<file path="src/hdl/sbm_pkg.sv">
package sbm_pkg;

   // ******************************
   // endpoint specific opcode ranges
   // ******************************
   localparam logic [7:0] REG_EP_LO    = 8'h10;
   localparam logic [7:0] REG_EP_HI    = 8'h1f;
   localparam logic [7:0] DATA_EP_LO   = 8'h60;
   localparam logic [7:0] DATA_EP_HI   = 8'h7f;
   localparam logic [7:0] SIMPLE_EP_LO = 8'ha0;
   localparam logic [7:0] SIMPLE_EP_HI = 8'hff;

   // ******************************
   // global opcodes
   // ******************************

   // simple messages, header only
   typedef enum logic [7:0] {
      OP_ASSERT_INTA   = 8'h80,
      OP_ASSERT_INTB   = 8'h81,
      OP_ASSERT_INTC   = 8'h82,
      OP_ASSERT_INTD   = 8'h83,
      OP_DEASSERT_INTA = 8'h84,
      OP_DEASSERT_INTB = 8'h85,
      OP_DEASSERT_INTC = 8'h86,
      OP_DEASSERT_INTD = 8'h87,
      OP_DO_SERR       = 8'h88,
      OP_ASSERT_PME    = 8'h90,
      OP_DEASSERT_PME  = 8'h91
   } simple_opcode_t;

   // messages carrying data
   typedef enum logic [7:0] {
      OP_PM_REQ     = 8'h40,
      OP_PM_DMD     = 8'h41,
      OP_PM_RSP     = 8'h42,
      OP_LTR        = 8'h43,
      OP_DOPME      = 8'h44,
      OP_PCI_PM     = 8'h48,
      OP_PCIE_ERROR = 8'h49
   } data_opcode_t;

   // register accesses, bit 0 set for writes
   typedef enum logic [7:0] {
      OP_MRD   = 8'h00,
      OP_MWR   = 8'h01,
      OP_IORD  = 8'h02,
      OP_IOWR  = 8'h03,
      OP_CFGRD = 8'h04,
      OP_CFGWR = 8'h05,
      OP_CRRD  = 8'h06,
      OP_CRWR  = 8'h07
   } reg_opcode_t;

   // completions
   typedef enum logic [7:0] {
      OP_CMP  = 8'h20,
      OP_CMPD = 8'h21
   } cmp_opcode_t;

   typedef enum logic [2:0] {
      CLS_SIMPLE,
      CLS_DATA,
      CLS_REG,
      CLS_CMP,
      CLS_ILLEGAL
   } msg_class_t;

   // listed in reporting priority, first failing rule wins
   typedef enum logic [2:0] {
      VIOL_NONE,
      VIOL_SIZE,
      VIOL_OPCODE,
      VIOL_SIMPLE_LEN,
      VIOL_DATA_LEN,
      VIOL_RSVD,
      VIOL_ADDRMODE,
      VIOL_ALIGN
   } viol_t;

   // ******************************
   // flit positions and fields
   // ******************************
   localparam int OPCODE_FLIT    = 2;
   localparam int TAG_FLIT       = 3;
   localparam int ADDR_FLIT      = 6;
   // inside the tag flit
   localparam int ADDRMODE_BIT   = 6;
   localparam int RSVD_HI        = 6;
   localparam int RSVD_LO        = 3;
   // length rules
   localparam int SIMPLE_FLITS   = 4;
   localparam int DATA_MIN_FLITS = 8;

   function automatic logic is_simple_op(input logic [7:0] op);
      return op inside {[OP_ASSERT_INTA:OP_DO_SERR], OP_ASSERT_PME, OP_DEASSERT_PME,
                        [SIMPLE_EP_LO:SIMPLE_EP_HI]};
   endfunction

   function automatic logic is_data_op(input logic [7:0] op);
      return op inside {[OP_PM_REQ:OP_DOPME], OP_PCI_PM, OP_PCIE_ERROR,
                        [DATA_EP_LO:DATA_EP_HI]};
   endfunction

   function automatic logic is_reg_op(input logic [7:0] op);
      return op inside {[OP_MRD:OP_CRWR], [REG_EP_LO:REG_EP_HI]};
   endfunction

   function automatic logic is_cmp_op(input logic [7:0] op);
      return op inside {OP_CMP, OP_CMPD};
   endfunction

   function automatic msg_class_t classify_opcode(input logic [7:0] op);
      msg_class_t cls;
      if (is_simple_op(op)) begin
         cls = CLS_SIMPLE;
      end else if (is_data_op(op)) begin
         cls = CLS_DATA;
      end else if (is_reg_op(op)) begin
         cls = CLS_REG;
      end else if (is_cmp_op(op)) begin
         cls = CLS_CMP;
      end else begin
         cls = CLS_ILLEGAL;
      end
      return cls;
   endfunction

endpackage
</file>
<file path="src/hdl/msg_buf_if.sv">
`timescale 1ns/1ps

// one held message buffer between an assembler and the arbiter
interface msg_buf_if #(
   parameter int MAX_FLITS = 16
);

   localparam int CNT_W = $clog2(MAX_FLITS + 1);

   // level, message complete and waiting
   logic                      vld;
   logic [CNT_W-1:0]          num_flits;
   // more flits arrived than fit
   logic                      ovf;
   logic [MAX_FLITS-1:0][7:0] flits;
   // single cycle pulse, buffer may refill
   logic                      rel;

   modport owner (
      output vld,
      output num_flits,
      output ovf,
      output flits,
      input  rel
   );

   modport user (
      input  vld,
      input  num_flits,
      input  ovf,
      input  flits,
      output rel
   );

endinterface

</file>
<file path="src/hdl/sbm_top.sv">
`timescale 1ns/1ps

module sbm_top
   import sbm_pkg::*;
#(
   parameter int MAX_FLITS = 16
) (
   input  logic       clk,
   input  logic       rst,
   // posted producer
   input  logic [7:0] pc_flit,
   input  logic       pc_flit_vld,
   input  logic       pc_eom,
   output logic       pc_rdy,
   // non-posted producer
   input  logic [7:0] np_flit,
   input  logic       np_flit_vld,
   input  logic       np_eom,
   output logic       np_rdy,
   // egress flit bus
   output logic [7:0] out_flit,
   output logic       out_vld,
   output logic       out_eom,
   input  logic       out_rdy,
   // dropped message report
   output logic       err_vld,
   output viol_t      err_code,
   output logic       err_np
);

   localparam int CNT_W = $clog2(MAX_FLITS + 1);

   // granted message, shared side
   logic                      busy;
   logic                      grant_np;
   logic [CNT_W-1:0]          num_flits;
   logic                      ovf;
   logic [MAX_FLITS-1:0][7:0] flits;
   viol_t                     viol;
   logic                      done;

   msg_buf_if #(.MAX_FLITS(MAX_FLITS)) pc_buf_if ();
   msg_buf_if #(.MAX_FLITS(MAX_FLITS)) np_buf_if ();

   // ******************************
   // message buffers
   // ******************************
   msg_assembler #(.MAX_FLITS(MAX_FLITS)) u_pc_asm (
      .clk      (clk),
      .rst      (rst),
      .flit     (pc_flit),
      .flit_vld (pc_flit_vld),
      .eom      (pc_eom),
      .rdy      (pc_rdy),
      .buf_if   (pc_buf_if.owner)
   );

   msg_assembler #(.MAX_FLITS(MAX_FLITS)) u_np_asm (
      .clk      (clk),
      .rst      (rst),
      .flit     (np_flit),
      .flit_vld (np_flit_vld),
      .eom      (np_eom),
      .rdy      (np_rdy),
      .buf_if   (np_buf_if.owner)
   );

   // ******************************
   // arbitration, check, egress
   // ******************************
   msg_arbiter #(.MAX_FLITS(MAX_FLITS)) u_arb (
      .clk       (clk),
      .rst       (rst),
      .pc_if     (pc_buf_if.user),
      .np_if     (np_buf_if.user),
      .done      (done),
      .busy      (busy),
      .grant_np  (grant_np),
      .num_flits (num_flits),
      .ovf       (ovf),
      .flits     (flits)
   );

   msg_compliance #(.MAX_FLITS(MAX_FLITS)) u_comp (
      .num_flits (num_flits),
      .ovf       (ovf),
      .flits     (flits),
      .viol      (viol)
   );

   egress_serializer #(.MAX_FLITS(MAX_FLITS)) u_ser (
      .clk       (clk),
      .rst       (rst),
      .busy      (busy),
      .grant_np  (grant_np),
      .num_flits (num_flits),
      .flits     (flits),
      .viol      (viol),
      .done      (done),
      .out_flit  (out_flit),
      .out_vld   (out_vld),
      .out_eom   (out_eom),
      .out_rdy   (out_rdy),
      .err_vld   (err_vld),
      .err_code  (err_code),
      .err_np    (err_np)
   );

endmodule

</file>
<file path="src/hdl/egress_serializer.sv">
`timescale 1ns/1ps

module egress_serializer
   import sbm_pkg::*;
#(
   parameter int MAX_FLITS = 16
) (
   input  logic                             clk,
   input  logic                             rst,
   input  logic                             busy,
   input  logic                             grant_np,
   input  logic [$clog2(MAX_FLITS + 1)-1:0] num_flits,
   input  logic [MAX_FLITS-1:0][7:0]        flits,
   input  viol_t                            viol,
   output logic                             done,
   output logic [7:0]                       out_flit,
   output logic                             out_vld,
   output logic                             out_eom,
   input  logic                             out_rdy,
   output logic                             err_vld,
   output viol_t                            err_code,
   output logic                             err_np
);

   localparam int CNT_W = $clog2(MAX_FLITS + 1);
   localparam int IDX_W = $clog2(MAX_FLITS);

   typedef enum logic [1:0] {
      IDLE,
      DECIDE,
      SEND,
      DONE
   } ser_state_t;

   ser_state_t       state;
   logic [CNT_W-1:0] idx;
   logic             pass;
   logic             xfer;
   logic             last;

   assign pass = (viol == VIOL_NONE);
   // flit index of the last one
   assign last = (idx == num_flits - CNT_W'(1));

   // ******************************
   // egress outputs
   // ******************************
   // flit 0 already offered in the decide cycle
   assign out_vld  = ((state == DECIDE) && pass) || (state == SEND);
   assign out_flit = flits[idx[IDX_W-1:0]];
   assign out_eom  = out_vld && last;
   assign xfer     = out_vld && out_rdy;

   // drop path, single pulse
   assign err_vld  = (state == DECIDE) && !pass;
   assign err_code = viol;
   assign err_np   = grant_np;

   // back to the arbiter
   assign done = (state == DONE);

   always_ff @(posedge clk) begin
      if (rst) begin
         state <= IDLE;
         idx   <= '0;
      end else begin
         case (state)
            IDLE: begin
               idx <= '0;
               if (busy) begin
                  state <= DECIDE;
               end
            end
            DECIDE, SEND: begin
               if (!out_vld) begin
                  // non compliant, nothing sent
                  state <= DONE;
               end else if (xfer && last) begin
                  state <= DONE;
               end else begin
                  state <= SEND;
                  if (xfer) begin
                     idx <= idx + CNT_W'(1);
                  end
               end
            end
            DONE: begin
               state <= IDLE;
            end
            default: begin
               state <= IDLE;
            end
         endcase
      end
   end

endmodule

</file>
<file path="src/hdl/msg_compliance.sv">
`timescale 1ns/1ps

module msg_compliance
   import sbm_pkg::*;
#(
   parameter int MAX_FLITS = 16
) (
   input  logic [$clog2(MAX_FLITS + 1)-1:0] num_flits,
   input  logic                             ovf,
   input  logic [MAX_FLITS-1:0][7:0]        flits,
   output viol_t                            viol
);

   localparam int CNT_W = $clog2(MAX_FLITS + 1);

   logic [7:0] opcode;
   logic [7:0] tag;
   logic [7:0] addr;
   msg_class_t cls;

   // one flag per rule
   logic size_bad;
   logic opcode_bad;
   logic simple_len_bad;
   logic data_len_bad;
   logic rsvd_bad;
   logic addrmode_bad;
   logic align_bad;

   // ******************************
   // header fields
   // ******************************
   assign opcode = flits[OPCODE_FLIT];
   assign tag    = flits[TAG_FLIT];
   assign addr   = flits[ADDR_FLIT];
   assign cls    = classify_opcode(opcode);

   // ******************************
   // rules
   // ******************************

   // whole dwords, at least one
   assign size_bad = ovf || (num_flits == '0) || (num_flits[1:0] != 2'b00);

   assign opcode_bad = (cls == CLS_ILLEGAL);

   // simple is header only
   assign simple_len_bad = (cls == CLS_SIMPLE) && (num_flits != CNT_W'(SIMPLE_FLITS));
   // header plus at least one data dword
   assign data_len_bad   = (cls == CLS_DATA) && (num_flits < CNT_W'(DATA_MIN_FLITS));

   // tag reserved bits
   assign rsvd_bad = ((cls == CLS_SIMPLE) || (cls == CLS_DATA)) &&
                     (tag[RSVD_HI:RSVD_LO] != 4'h0);

   // cfg and io only take the short address
   assign addrmode_bad = (opcode inside {OP_CFGRD, OP_CFGWR, OP_IORD, OP_IOWR}) &&
                         tag[ADDRMODE_BIT];

   // mem and io need dword address
   // checked only when the address flit is part of the message
   assign align_bad = (opcode inside {OP_MRD, OP_MWR, OP_IORD, OP_IOWR}) &&
                      (num_flits > CNT_W'(ADDR_FLIT)) &&
                      (addr[1:0] != 2'b00);

   // first failing rule in priority order
   always_comb begin
      if (size_bad) begin
         viol = VIOL_SIZE;
      end else if (opcode_bad) begin
         viol = VIOL_OPCODE;
      end else if (simple_len_bad) begin
         viol = VIOL_SIMPLE_LEN;
      end else if (data_len_bad) begin
         viol = VIOL_DATA_LEN;
      end else if (rsvd_bad) begin
         viol = VIOL_RSVD;
      end else if (addrmode_bad) begin
         viol = VIOL_ADDRMODE;
      end else if (align_bad) begin
         viol = VIOL_ALIGN;
      end else begin
         viol = VIOL_NONE;
      end
   end

endmodule

</file>
<file path="src/hdl/msg_arbiter.sv">
`timescale 1ns/1ps

module msg_arbiter #(
   parameter int MAX_FLITS = 16
) (
   input  logic                               clk,
   input  logic                               rst,
   msg_buf_if.user                            pc_if,
   msg_buf_if.user                            np_if,
   input  logic                               done,
   output logic                               busy,
   output logic                               grant_np,
   output logic [$clog2(MAX_FLITS + 1)-1:0]   num_flits,
   output logic                               ovf,
   output logic [MAX_FLITS-1:0][7:0]          flits
);

   // channel served most recently, 1 = np
   logic last_np;
   logic pick_np;

   // np wins alone, or when both wait and pc went last
   assign pick_np = np_if.vld && (!pc_if.vld || !last_np);

   // ******************************
   // grant register
   // ******************************
   always_ff @(posedge clk) begin
      if (rst) begin
         busy     <= 1'b0;
         grant_np <= 1'b0;
         // so that pc goes first
         last_np  <= 1'b1;
      end else if (!busy) begin
         if (pc_if.vld || np_if.vld) begin
            busy     <= 1'b1;
            grant_np <= pick_np;
            last_np  <= pick_np;
         end
      end else if (done) begin
         // grant drops with done
         busy <= 1'b0;
      end
   end

   // granted buffer onto the shared side
   assign num_flits = grant_np ? np_if.num_flits : pc_if.num_flits;
   assign ovf       = grant_np ? np_if.ovf       : pc_if.ovf;
   assign flits     = grant_np ? np_if.flits     : pc_if.flits;

   // done goes back only to the granted owner
   assign pc_if.rel = done && busy && !grant_np;
   assign np_if.rel = done && busy && grant_np;

endmodule

</file>
<file path="src/hdl/msg_assembler.sv">
`timescale 1ns/1ps

module msg_assembler #(
   parameter int MAX_FLITS = 16
) (
   input  logic       clk,
   input  logic       rst,
   input  logic [7:0] flit,
   input  logic       flit_vld,
   input  logic       eom,
   output logic       rdy,
   msg_buf_if.owner   buf_if
);

   localparam int CNT_W = $clog2(MAX_FLITS + 1);
   localparam int IDX_W = $clog2(MAX_FLITS);

   typedef enum logic {
      FILL,
      HOLD
   } asm_state_t;

   asm_state_t                state;
   logic [CNT_W-1:0]          cnt;
   logic                      ovf;
   logic [MAX_FLITS-1:0][7:0] flits;
   logic                      accept;
   logic                      room;

   // producer stalls while a message is held
   assign rdy    = (state == FILL);
   assign accept = flit_vld && rdy;
   // space left for one more flit
   assign room   = (cnt < CNT_W'(MAX_FLITS));

   // ******************************
   // fill / hold control
   // ******************************
   always_ff @(posedge clk) begin
      if (rst) begin
         state <= FILL;
         cnt   <= '0;
         ovf   <= 1'b0;
      end else begin
         case (state)
            FILL: begin
               if (accept) begin
                  // count saturates, extra flits only flag overflow
                  if (room) begin
                     cnt <= cnt + CNT_W'(1);
                  end else begin
                     ovf <= 1'b1;
                  end
                  // last flit closes the message
                  if (eom) begin
                     state <= HOLD;
                  end
               end
            end
            HOLD: begin
               // arbiter done with it, start over
               if (buf_if.rel) begin
                  state <= FILL;
                  cnt   <= '0;
                  ovf   <= 1'b0;
               end
            end
            default: begin
               state <= FILL;
            end
         endcase
      end
   end

   // flit storage
   always_ff @(posedge clk) begin
      if (accept && room) begin
         flits[cnt[IDX_W-1:0]] <= flit;
      end
   end

   // held buffer towards the arbiter
   assign buf_if.vld       = (state == HOLD);
   assign buf_if.num_flits = cnt;
   assign buf_if.ovf       = ovf;
   assign buf_if.flits     = flits;

endmodule

</file>
<file path="config.mk">
export PLATFORM = sky130hd
export DESIGN_NAME = sbm_top
export DESIGN_NICKNAME = d
export VERILOG_FILES = /design/src/hdl/sbm_pkg.sv /design/src/hdl/msg_buf_if.sv /design/src/hdl/sbm_top.sv /design/src/hdl/egress_serializer.sv /design/src/hdl/msg_compliance.sv /design/src/hdl/msg_arbiter.sv /design/src/hdl/msg_assembler.sv
export SDC_FILE = /design/constraint.sdc
export NUM_CORES = 1
export LEC_CHECK = 0
export ABC_AREA = 1
export BUFFER_PORTS_ARGS = -buffer_cell sky130_fd_sc_hd__buf_2
export CAP_MARGIN = 5
export CORE_UTILIZATION = 40
export CTS_BUF_LIST = sky130_fd_sc_hd__clkbuf_8 sky130_fd_sc_hd__clkbuf_16
export DETAILED_ROUTE_END_ITERATION = 10
export GPL_TIMING_DRIVEN = 0
export PLACE_DENSITY = 0.54
export REMOVE_ABC_BUFFERS = 1
export SETUP_SLACK_MARGIN = 0.2
export SLEW_MARGIN = 20
export SYNTH_ARGS = -nofsm -noshare
export SYNTH_HDL_FRONTEND = slang
export SYNTH_SLANG_ARGS = --single-unit
</file>
<file path="constraint.sdc">
create_clock -name clk -period 2.95 [get_ports clk]
set_input_delay 0.295 -clock clk [delete_from_list [all_inputs] [get_ports clk]]
set_output_delay 0.295 -clock clk [all_outputs]
set_load 0.1 [all_outputs]
</file>
# After elaboration in Yosys (flattened, before gate mapping)
# Cells that the tools add are included.
# totals
ff_bits	280
inputBits	23
output_inout_bits	17
# classes
n_addsub	4
magnitude_cmp	21
n_eq_ne	30
mux	57
bitwise	3
reduce_logical	59
# ops
op	count
bitwise mux 128 bit	2
2-to-1 mux 128 bit	1
demux 8 bit (select 4 bit)	2
2-to-1 mux 5 bit	10
2-to-1 mux 3 bit	11
binary-select mux 8 bit (select 4 bit)	1
one-hot mux 5 bit (2 select lines)	3
logical AND 1 bit	27
2-to-1 mux 8 bit	3
inequality test 2 bit (second input constant)	10
nonzero test 4 bit	5
2-to-1 mux 1 bit	17
equality test 8 x 2 -> 1 bit (second input constant)	2
equality test 8 x 3 -> 1 bit (second input constant)	2
equality test 8 x 6 -> 1 bit (second input constant)	2
equality test 8 x 7 -> 1 bit (second input constant)	2
equality test 8 bit (second input constant)	2
greater-or-equal comparator 8 x 7 -> 1 bit (second input constant)	2
greater-or-equal comparator 8 bit (second input constant)	2
<= comparator 8 x 7 -> 1 bit (second input constant)	2
<= comparator 8 bit (second input constant)	2
adder 5 x 1 -> 5 bit (second input constant)	3
< comparator 4 x 5 -> 1 bit (second input constant)	3
AND reduction 3 bit	4
other kinds (31)	54

# Logic depth before layout (Yosys ltp)
# logic_depth
depth_word	23
depth_mapped	22

# Cells and area by module
# From an unflattened synthesis, not the netlist that was laid out.
# unflattened
cells_unflattened	1277
area_unflattened_um2	12577.1
# modules_own_cells
mod	instances	cells_per_inst	area_per_inst_um2
msg_assembler	2	203	4304.1
egress_serializer	1	350	1824.2
msg_arbiter	1	448	1789.2
msg_compliance	1	73	355.3

# Worst setup path before layout
# No wires, ideal clock.
# synth_timing
kind	register -> output
from	reg u_arb.grant_np
to	out out_eom
arrival_time_ps	4892
required_ps	2655
setup_slack_ps	-2237
path_stages_with_launch	15
path_buffers	1
path_cell_list	dfxtp_1 -> buf_2 -> nand2_1 -> o21a_1 -> inv_1 -> ha_1 -> nand3b_1 -> nand2_1 -> nand4_1 -> nand2_1 -> nand2_1 -> nand2_2 -> nor2_2 -> nand2_2 -> a21boi_0
# synth_between
elab_chain_len	19
# synth_lines
element	line_no	text
start: declaration	msg_arbiter.sv:12	output logic grant_np,
start signal: assignment	msg_arbiter.sv:37	grant_np <= pick_np;
2-to-1 mux 128 bit	msg_arbiter.sv:49	assign flits = grant_np ? np_if.flits : pc_if.flits;
greater-or-equal comparator 8 x 1 -> 1 bit (tied with other cells)	sbm_pkg.sv:106	return op inside {[OP_MRD:OP_CRWR], [REG_EP_LO:REG_EP_HI]};
logical AND 1 bit or nonzero test 2 bit (tied branches)	sbm_pkg.sv:106, sbm_pkg.sv:110	
nonzero test 2 bit or 2-to-1 mux 3 bit (tied branches)	sbm_pkg.sv:106, sbm_pkg.sv:121	
2-to-1 mux 3 bit	sbm_pkg.sv:119	end else if (is_reg_op(op)) begin
2-to-1 mux 3 bit	sbm_pkg.sv:117	end else if (is_data_op(op)) begin
2-to-1 mux 3 bit	sbm_pkg.sv:115	if (is_simple_op(op)) begin
equality test 3 x 1 -> 1 bit or logical NOT 3 bit (tied branches)	msg_compliance.sv:50, msg_compliance.sv:53, msg_compliance.sv:48	
(+4 left out)	-	
2-to-1 mux 3 bit	msg_compliance.sv:72	end else if (simple_len_bad) begin
2-to-1 mux 3 bit	msg_compliance.sv:70	end else if (opcode_bad) begin
2-to-1 mux 3 bit (*)	msg_compliance.sv:68	if (size_bad) begin
net err_code[0]	sbm_top.sv:27	output viol_t err_code,
logical NOT 3 bit (*)	egress_serializer.sv:41	assign pass = (viol == VIOL_NONE);
logical AND 1 bit (*)	egress_serializer.sv:49	assign out_vld = ((state == DECIDE) && pass) || (state == SEND);
logical OR 1 bit (*)	egress_serializer.sv:49	
logical AND 1 bit (*)	egress_serializer.sv:51	assign out_eom = out_vld && last;
end: declaration	sbm_top.sv:23	output logic out_eom,
# Mark *: on every way through the listed nets, which the timed path passes. The rest lies on a longest branch.

# Worst setup path in the final report
# layout_timing
from	reg u_arb.grant_np
to	out out_eom
# layout_between
elab_chain_len	19
# layout_lines
element	line_no	text
2-to-1 mux 128 bit	msg_arbiter.sv:49	
greater-or-equal comparator 8 x 1 -> 1 bit (tied with other cells)	sbm_pkg.sv:106	
logical AND 1 bit or nonzero test 2 bit (tied branches)	sbm_pkg.sv:106, sbm_pkg.sv:110	
nonzero test 2 bit or 2-to-1 mux 3 bit (tied branches)	sbm_pkg.sv:106, sbm_pkg.sv:121	
2-to-1 mux 3 bit	sbm_pkg.sv:119	
2-to-1 mux 3 bit	sbm_pkg.sv:117	
2-to-1 mux 3 bit	sbm_pkg.sv:115	
equality test 3 x 1 -> 1 bit or logical NOT 3 bit (tied branches)	msg_compliance.sv:50, msg_compliance.sv:53, msg_compliance.sv:48	
(+3 left out)	-	
2-to-1 mux 3 bit	msg_compliance.sv:74	end else if (data_len_bad) begin
2-to-1 mux 3 bit	msg_compliance.sv:72	
2-to-1 mux 3 bit	msg_compliance.sv:70	
2-to-1 mux 3 bit	msg_compliance.sv:68	
logical NOT 3 bit	egress_serializer.sv:41	
logical AND 1 bit	egress_serializer.sv:49	
logical OR 1 bit	egress_serializer.sv:49	
logical AND 1 bit (*)	egress_serializer.sv:51	
# Every way passes the cells marked *; elsewhere a longest branch is shown, timed or not.

==> summary.txt <==
Status
  – Status: complete, but fails checks
  – Violations in the final reports: setup timing

Place
  – Count of input and output buffers: 39
  – Pre-CTS WS: -0.7369 ns
  – Routability cong.: 0.7775
  – Dpl hpwl: 19890 um

Cells and area
  – Diode count: 0
  – Final core occ: 51.31%
  – Share of cells above drive strength 1: 22.85%
  – Final #Nets: 1198
  – Area grow syn2layout: 26.35%

Yosys
  – Syn_area_per_cell: 11.18 um2
  – Post-synth top area share: 64.03%
  – Top_reg_cell synth: edfxtp_1
  – Post-synthesis sequential area ratio: 68.04%
  – Synthesized flop and latch total: 280
  – Cells after Synth: 1074
  – Synth Warn #: 0
  – FFs w/ async S/R, synth: 0%
  – EDFF count, synth: 256
  – Largest area contributor in the netlist: edfxtp_1
  – Mapped cell area: 12010 um2
  – Distinct cells, synth: 45
  – Synth area leaders: edfxtp_1 (64%), nor2_1 (5.8%), o21ai_0 (5.4%)

GRT
  – Initial antenna violation count: 0
  – Number of global-route vias before repair: 8228
  – Grt ovf: 0
  – GRT Util Overall: 24.73%
  – First-pass GRT wire length: 54890 um
  – Largest net degree at the start of global routing: 35

Worst setup path
  – R2r setup slk: 0.23 ns
  – WP data required: 2.65 ns
  – CP Buf/Inv Count: 4
  – Worst reg-to-reg path cell count: 24
  – Startpoint types: flop
  – Crit path kind: flop to primary output
  – CP most frequent cell: buf_12
  – RR Endpoint: u_ser.idx[4]$_SDFFE_PP0P_
  – Family with the most delay on the worst path: simple AND/OR/NAND/NOR gates
  – CP peak stage delay: 0.38 ns
  – Critical path peak fanout: 6
  – Worst setup EP type: primary output
  – Worst Path Arrival: 2.91 ns
  – Worst reg2reg path startpoint: u_arb.grant_np$_SDFFE_PP0P_
  – CP max stage cell: dfxtp_4
  – CP Cell Sequence: buf_12, nand2_2, o21a_1, inv_2, buf_6, ha_4, xnor2_2, xnor2_1, nor4_1, nand2_1, nor2_4, a21boi_4, buf_12

Detailed routing
  – Routed length per instance: 24.51 um
  – Final antenna-violating net count: 0
  – WL final: 38400 um
  – Vias: 8953
  – Initial DRC Count: 1013
  – Drt drc: 0
  – Via/cell ratio: 5.713
  – DR pass1 iterations: 5

Timing
  – RSZ-0062 raised after global routing: yes
  – Slew headroom: 21.89%
  – Final setup TNS: -1.215 ns
  – Max Clk Rate: 0.3122 GHz
  – Final setup fails: 10
  – Final setup margin: -0.2536 ns
  – Max-slew violation count: 0
  – Fin. Hold Viols: 0
  – Skew final: 0.02345 ns
  – Tcrit/Tclk final: 108.6%
  – Crit path time final: 3.204 ns
  – Fin Hold WS: 0.03547 ns
  – Worst Tran Pin Value: 1.167 ns

Floorplan
  – Core area: 29560 um2
  – Full die area: 30710 um2
  – # IOs: 40
  – Die width: 175.2 um
  – Chip height: 175.2 um
  – Row count: 63
  – Initial Util: 40.61%

Clocking
  – CTS Buf Count: 30
  – TritonCTS clock tree: done
  – H-tree level count: 1
  – Clk pin slew, worst setup/hold paths: 0.05 ns
  – Worst-Skew Late Latency: 0.56 ns
  – CTS root buf: clkbuf_16
  – # clock sinks: 280
  – Longest Clk Path Bufs: 3

Power
  – Worst IR Drop VDD: 483.1 uV
  – Cell Pwr Density: 641.8 nW/um2
  – Leakage: 5.388 nW

Min path
  – Hold Crit Class: primary input to flop
  – Hold path endpoint: u_pc_asm.buf_if.vld$_SDFF_PP0_
  – HP Start: pc_flit_vld
  – Number of stages on the worst hold path: 3

Flow run
  – Max-cap violations: 0
==> how the worst max path moves through the flow <==
| stage | startpoint | to | cells after the start |
|---|---|---|---|
| after floorplan | u_arb.grant_np$_SDFFE_PP0P_ | out_eom | 16 |
| after global placement | u_arb.grant_np$_SDFFE_PP0P_ | out_eom | 17 |
| after detailed placement | u_arb.grant_np$_SDFFE_PP0P_ | out_eom | 18 |
| after CTS | u_arb.grant_np$_SDFFE_PP0P_ | out_eom | 19 |
| after global routing | u_arb.grant_np$_SDFFE_PP0P_ | out_eom | 19 |
| final | u_arb.grant_np$_SDFFE_PP0P_ | out_eom | 13 |
==> Yosys cell counts, types with 8 or more instances <==
master    count
dfxtp_1      24
inv_1        59
clkbuf_1     45
xnor2_1       8
o21ai_1       8
o21ai_0     129
nand2_1     140
nand2_2       8
o221ai_1     16
ha_1         16
o22ai_1      36
nor3_1        8
nor2_1      187
nand3_1      38
edfxtp_1    256
a21oi_1      34
==> worst register-to-register path: cells and delay by family, from the launching register on <==
family | cells | cell delay (ns)
flip-flops | 1 | 0.41
AND/OR/NAND/NOR | 18 | 1.54
buffers and inverters | 5 | 0.61
AO/OA/AOI/OAI | 1 | 0.11
==> registers in the layout, indices dropped and copies added (netlist names), 2 cells and up <==
| signal | cells |
|---|---|
| u_np_asm.buf_if.flits | 128 |
| u_pc_asm.buf_if.flits | 128 |
| u_np_asm.buf_if.num_flits | 5 |
| u_pc_asm.buf_if.num_flits | 5 |
| u_ser.idx | 5 |
| u_ser.state | 2 |
==> final cells by class <==
| class | instances | area (um2) |
|---|---|---|
| clock buffers | 30 | 750.7 |
| clock inverters | 20 | 123.9 |
| fillers | 2589 | 14390 |
| inverters | 65 | 295.3 |
| multi-input cells | 673 | 3865 |
| flip-flops and latches | 280 | 8184 |
| well taps | 390 | 488.0 |
| repair buffers | 105 | 1400 |
| repair inverters | 4 | 61.31 |
==> power by group <==
part / leakage (nW) / total [mW] / internal, mW / switching (mW)
Combinational: 2.43 / 1.90 / 0.654 / 1.24
Clock: 0.454 / 3.41 / 1.91 / 1.50
Sequential: 2.51 / 4.43 / 4.39 / 0.0400
==> layer usage <==
metal  GRT usage, %  wire (um)  up-vias
met3          3.568       3147       48
met1          35.80      16730     4451
li1               -          -     4011
met5              0          0        -
met2          38.87      17690      443
met4          6.630        828        0
==> kinds of logic (layout without fill, tap and decap cells) <==
logic type	after synthesis	after routing	synth area share, %
compound gates	255	255	12.39
xor+xnor	9	9	0.6566
fa+ha+maj	16	16	1.668
buf+inv	121	224	3.971
flops	280	280	68.04
simple gates	393	393	13.28
==> repair_timing <==
action                     CTS  global route
gates cloned                18             2
hold buffers                 3             0
setup endpoints to repair   20            19
hold endpoints to repair     2             0
pin swaps                   45            38
buffers inserted            28            14
resized for setup          188            61
==> placed cells by master (no fill, tap or decap), types with 14 or more instances in the layout <==
cell type  synthesis  layout
buf_12             0      14
o21ai_1            8      16
dfxtp_1           24      19
nor2_1           187     174
a21oi_1           34      31
o221ai_1          16      15
edfxtp_1         256     256
buf_2              6      25
inv_1             59      55
nand2_1          140     111
buf_16             0      15
clkbuf_16          0      32
o21ai_0          129     103
nand2_2            8      25
o22ai_1           36      29
nand3_1           38      34
ha_1              16      15
buf_4              2      30
==> metrics by stage <==
step	instances	cell area [um2]	total power [mW]
global placement	1447	12460	5.818
detailed placement	1452	12610	5.829
finish	1567	15170	9.735
floorplan	1018	11770	5.398
global route	1567	15170	10.01
CTS	1551	14790	9.604
Power figures use the tool's default switching activity.
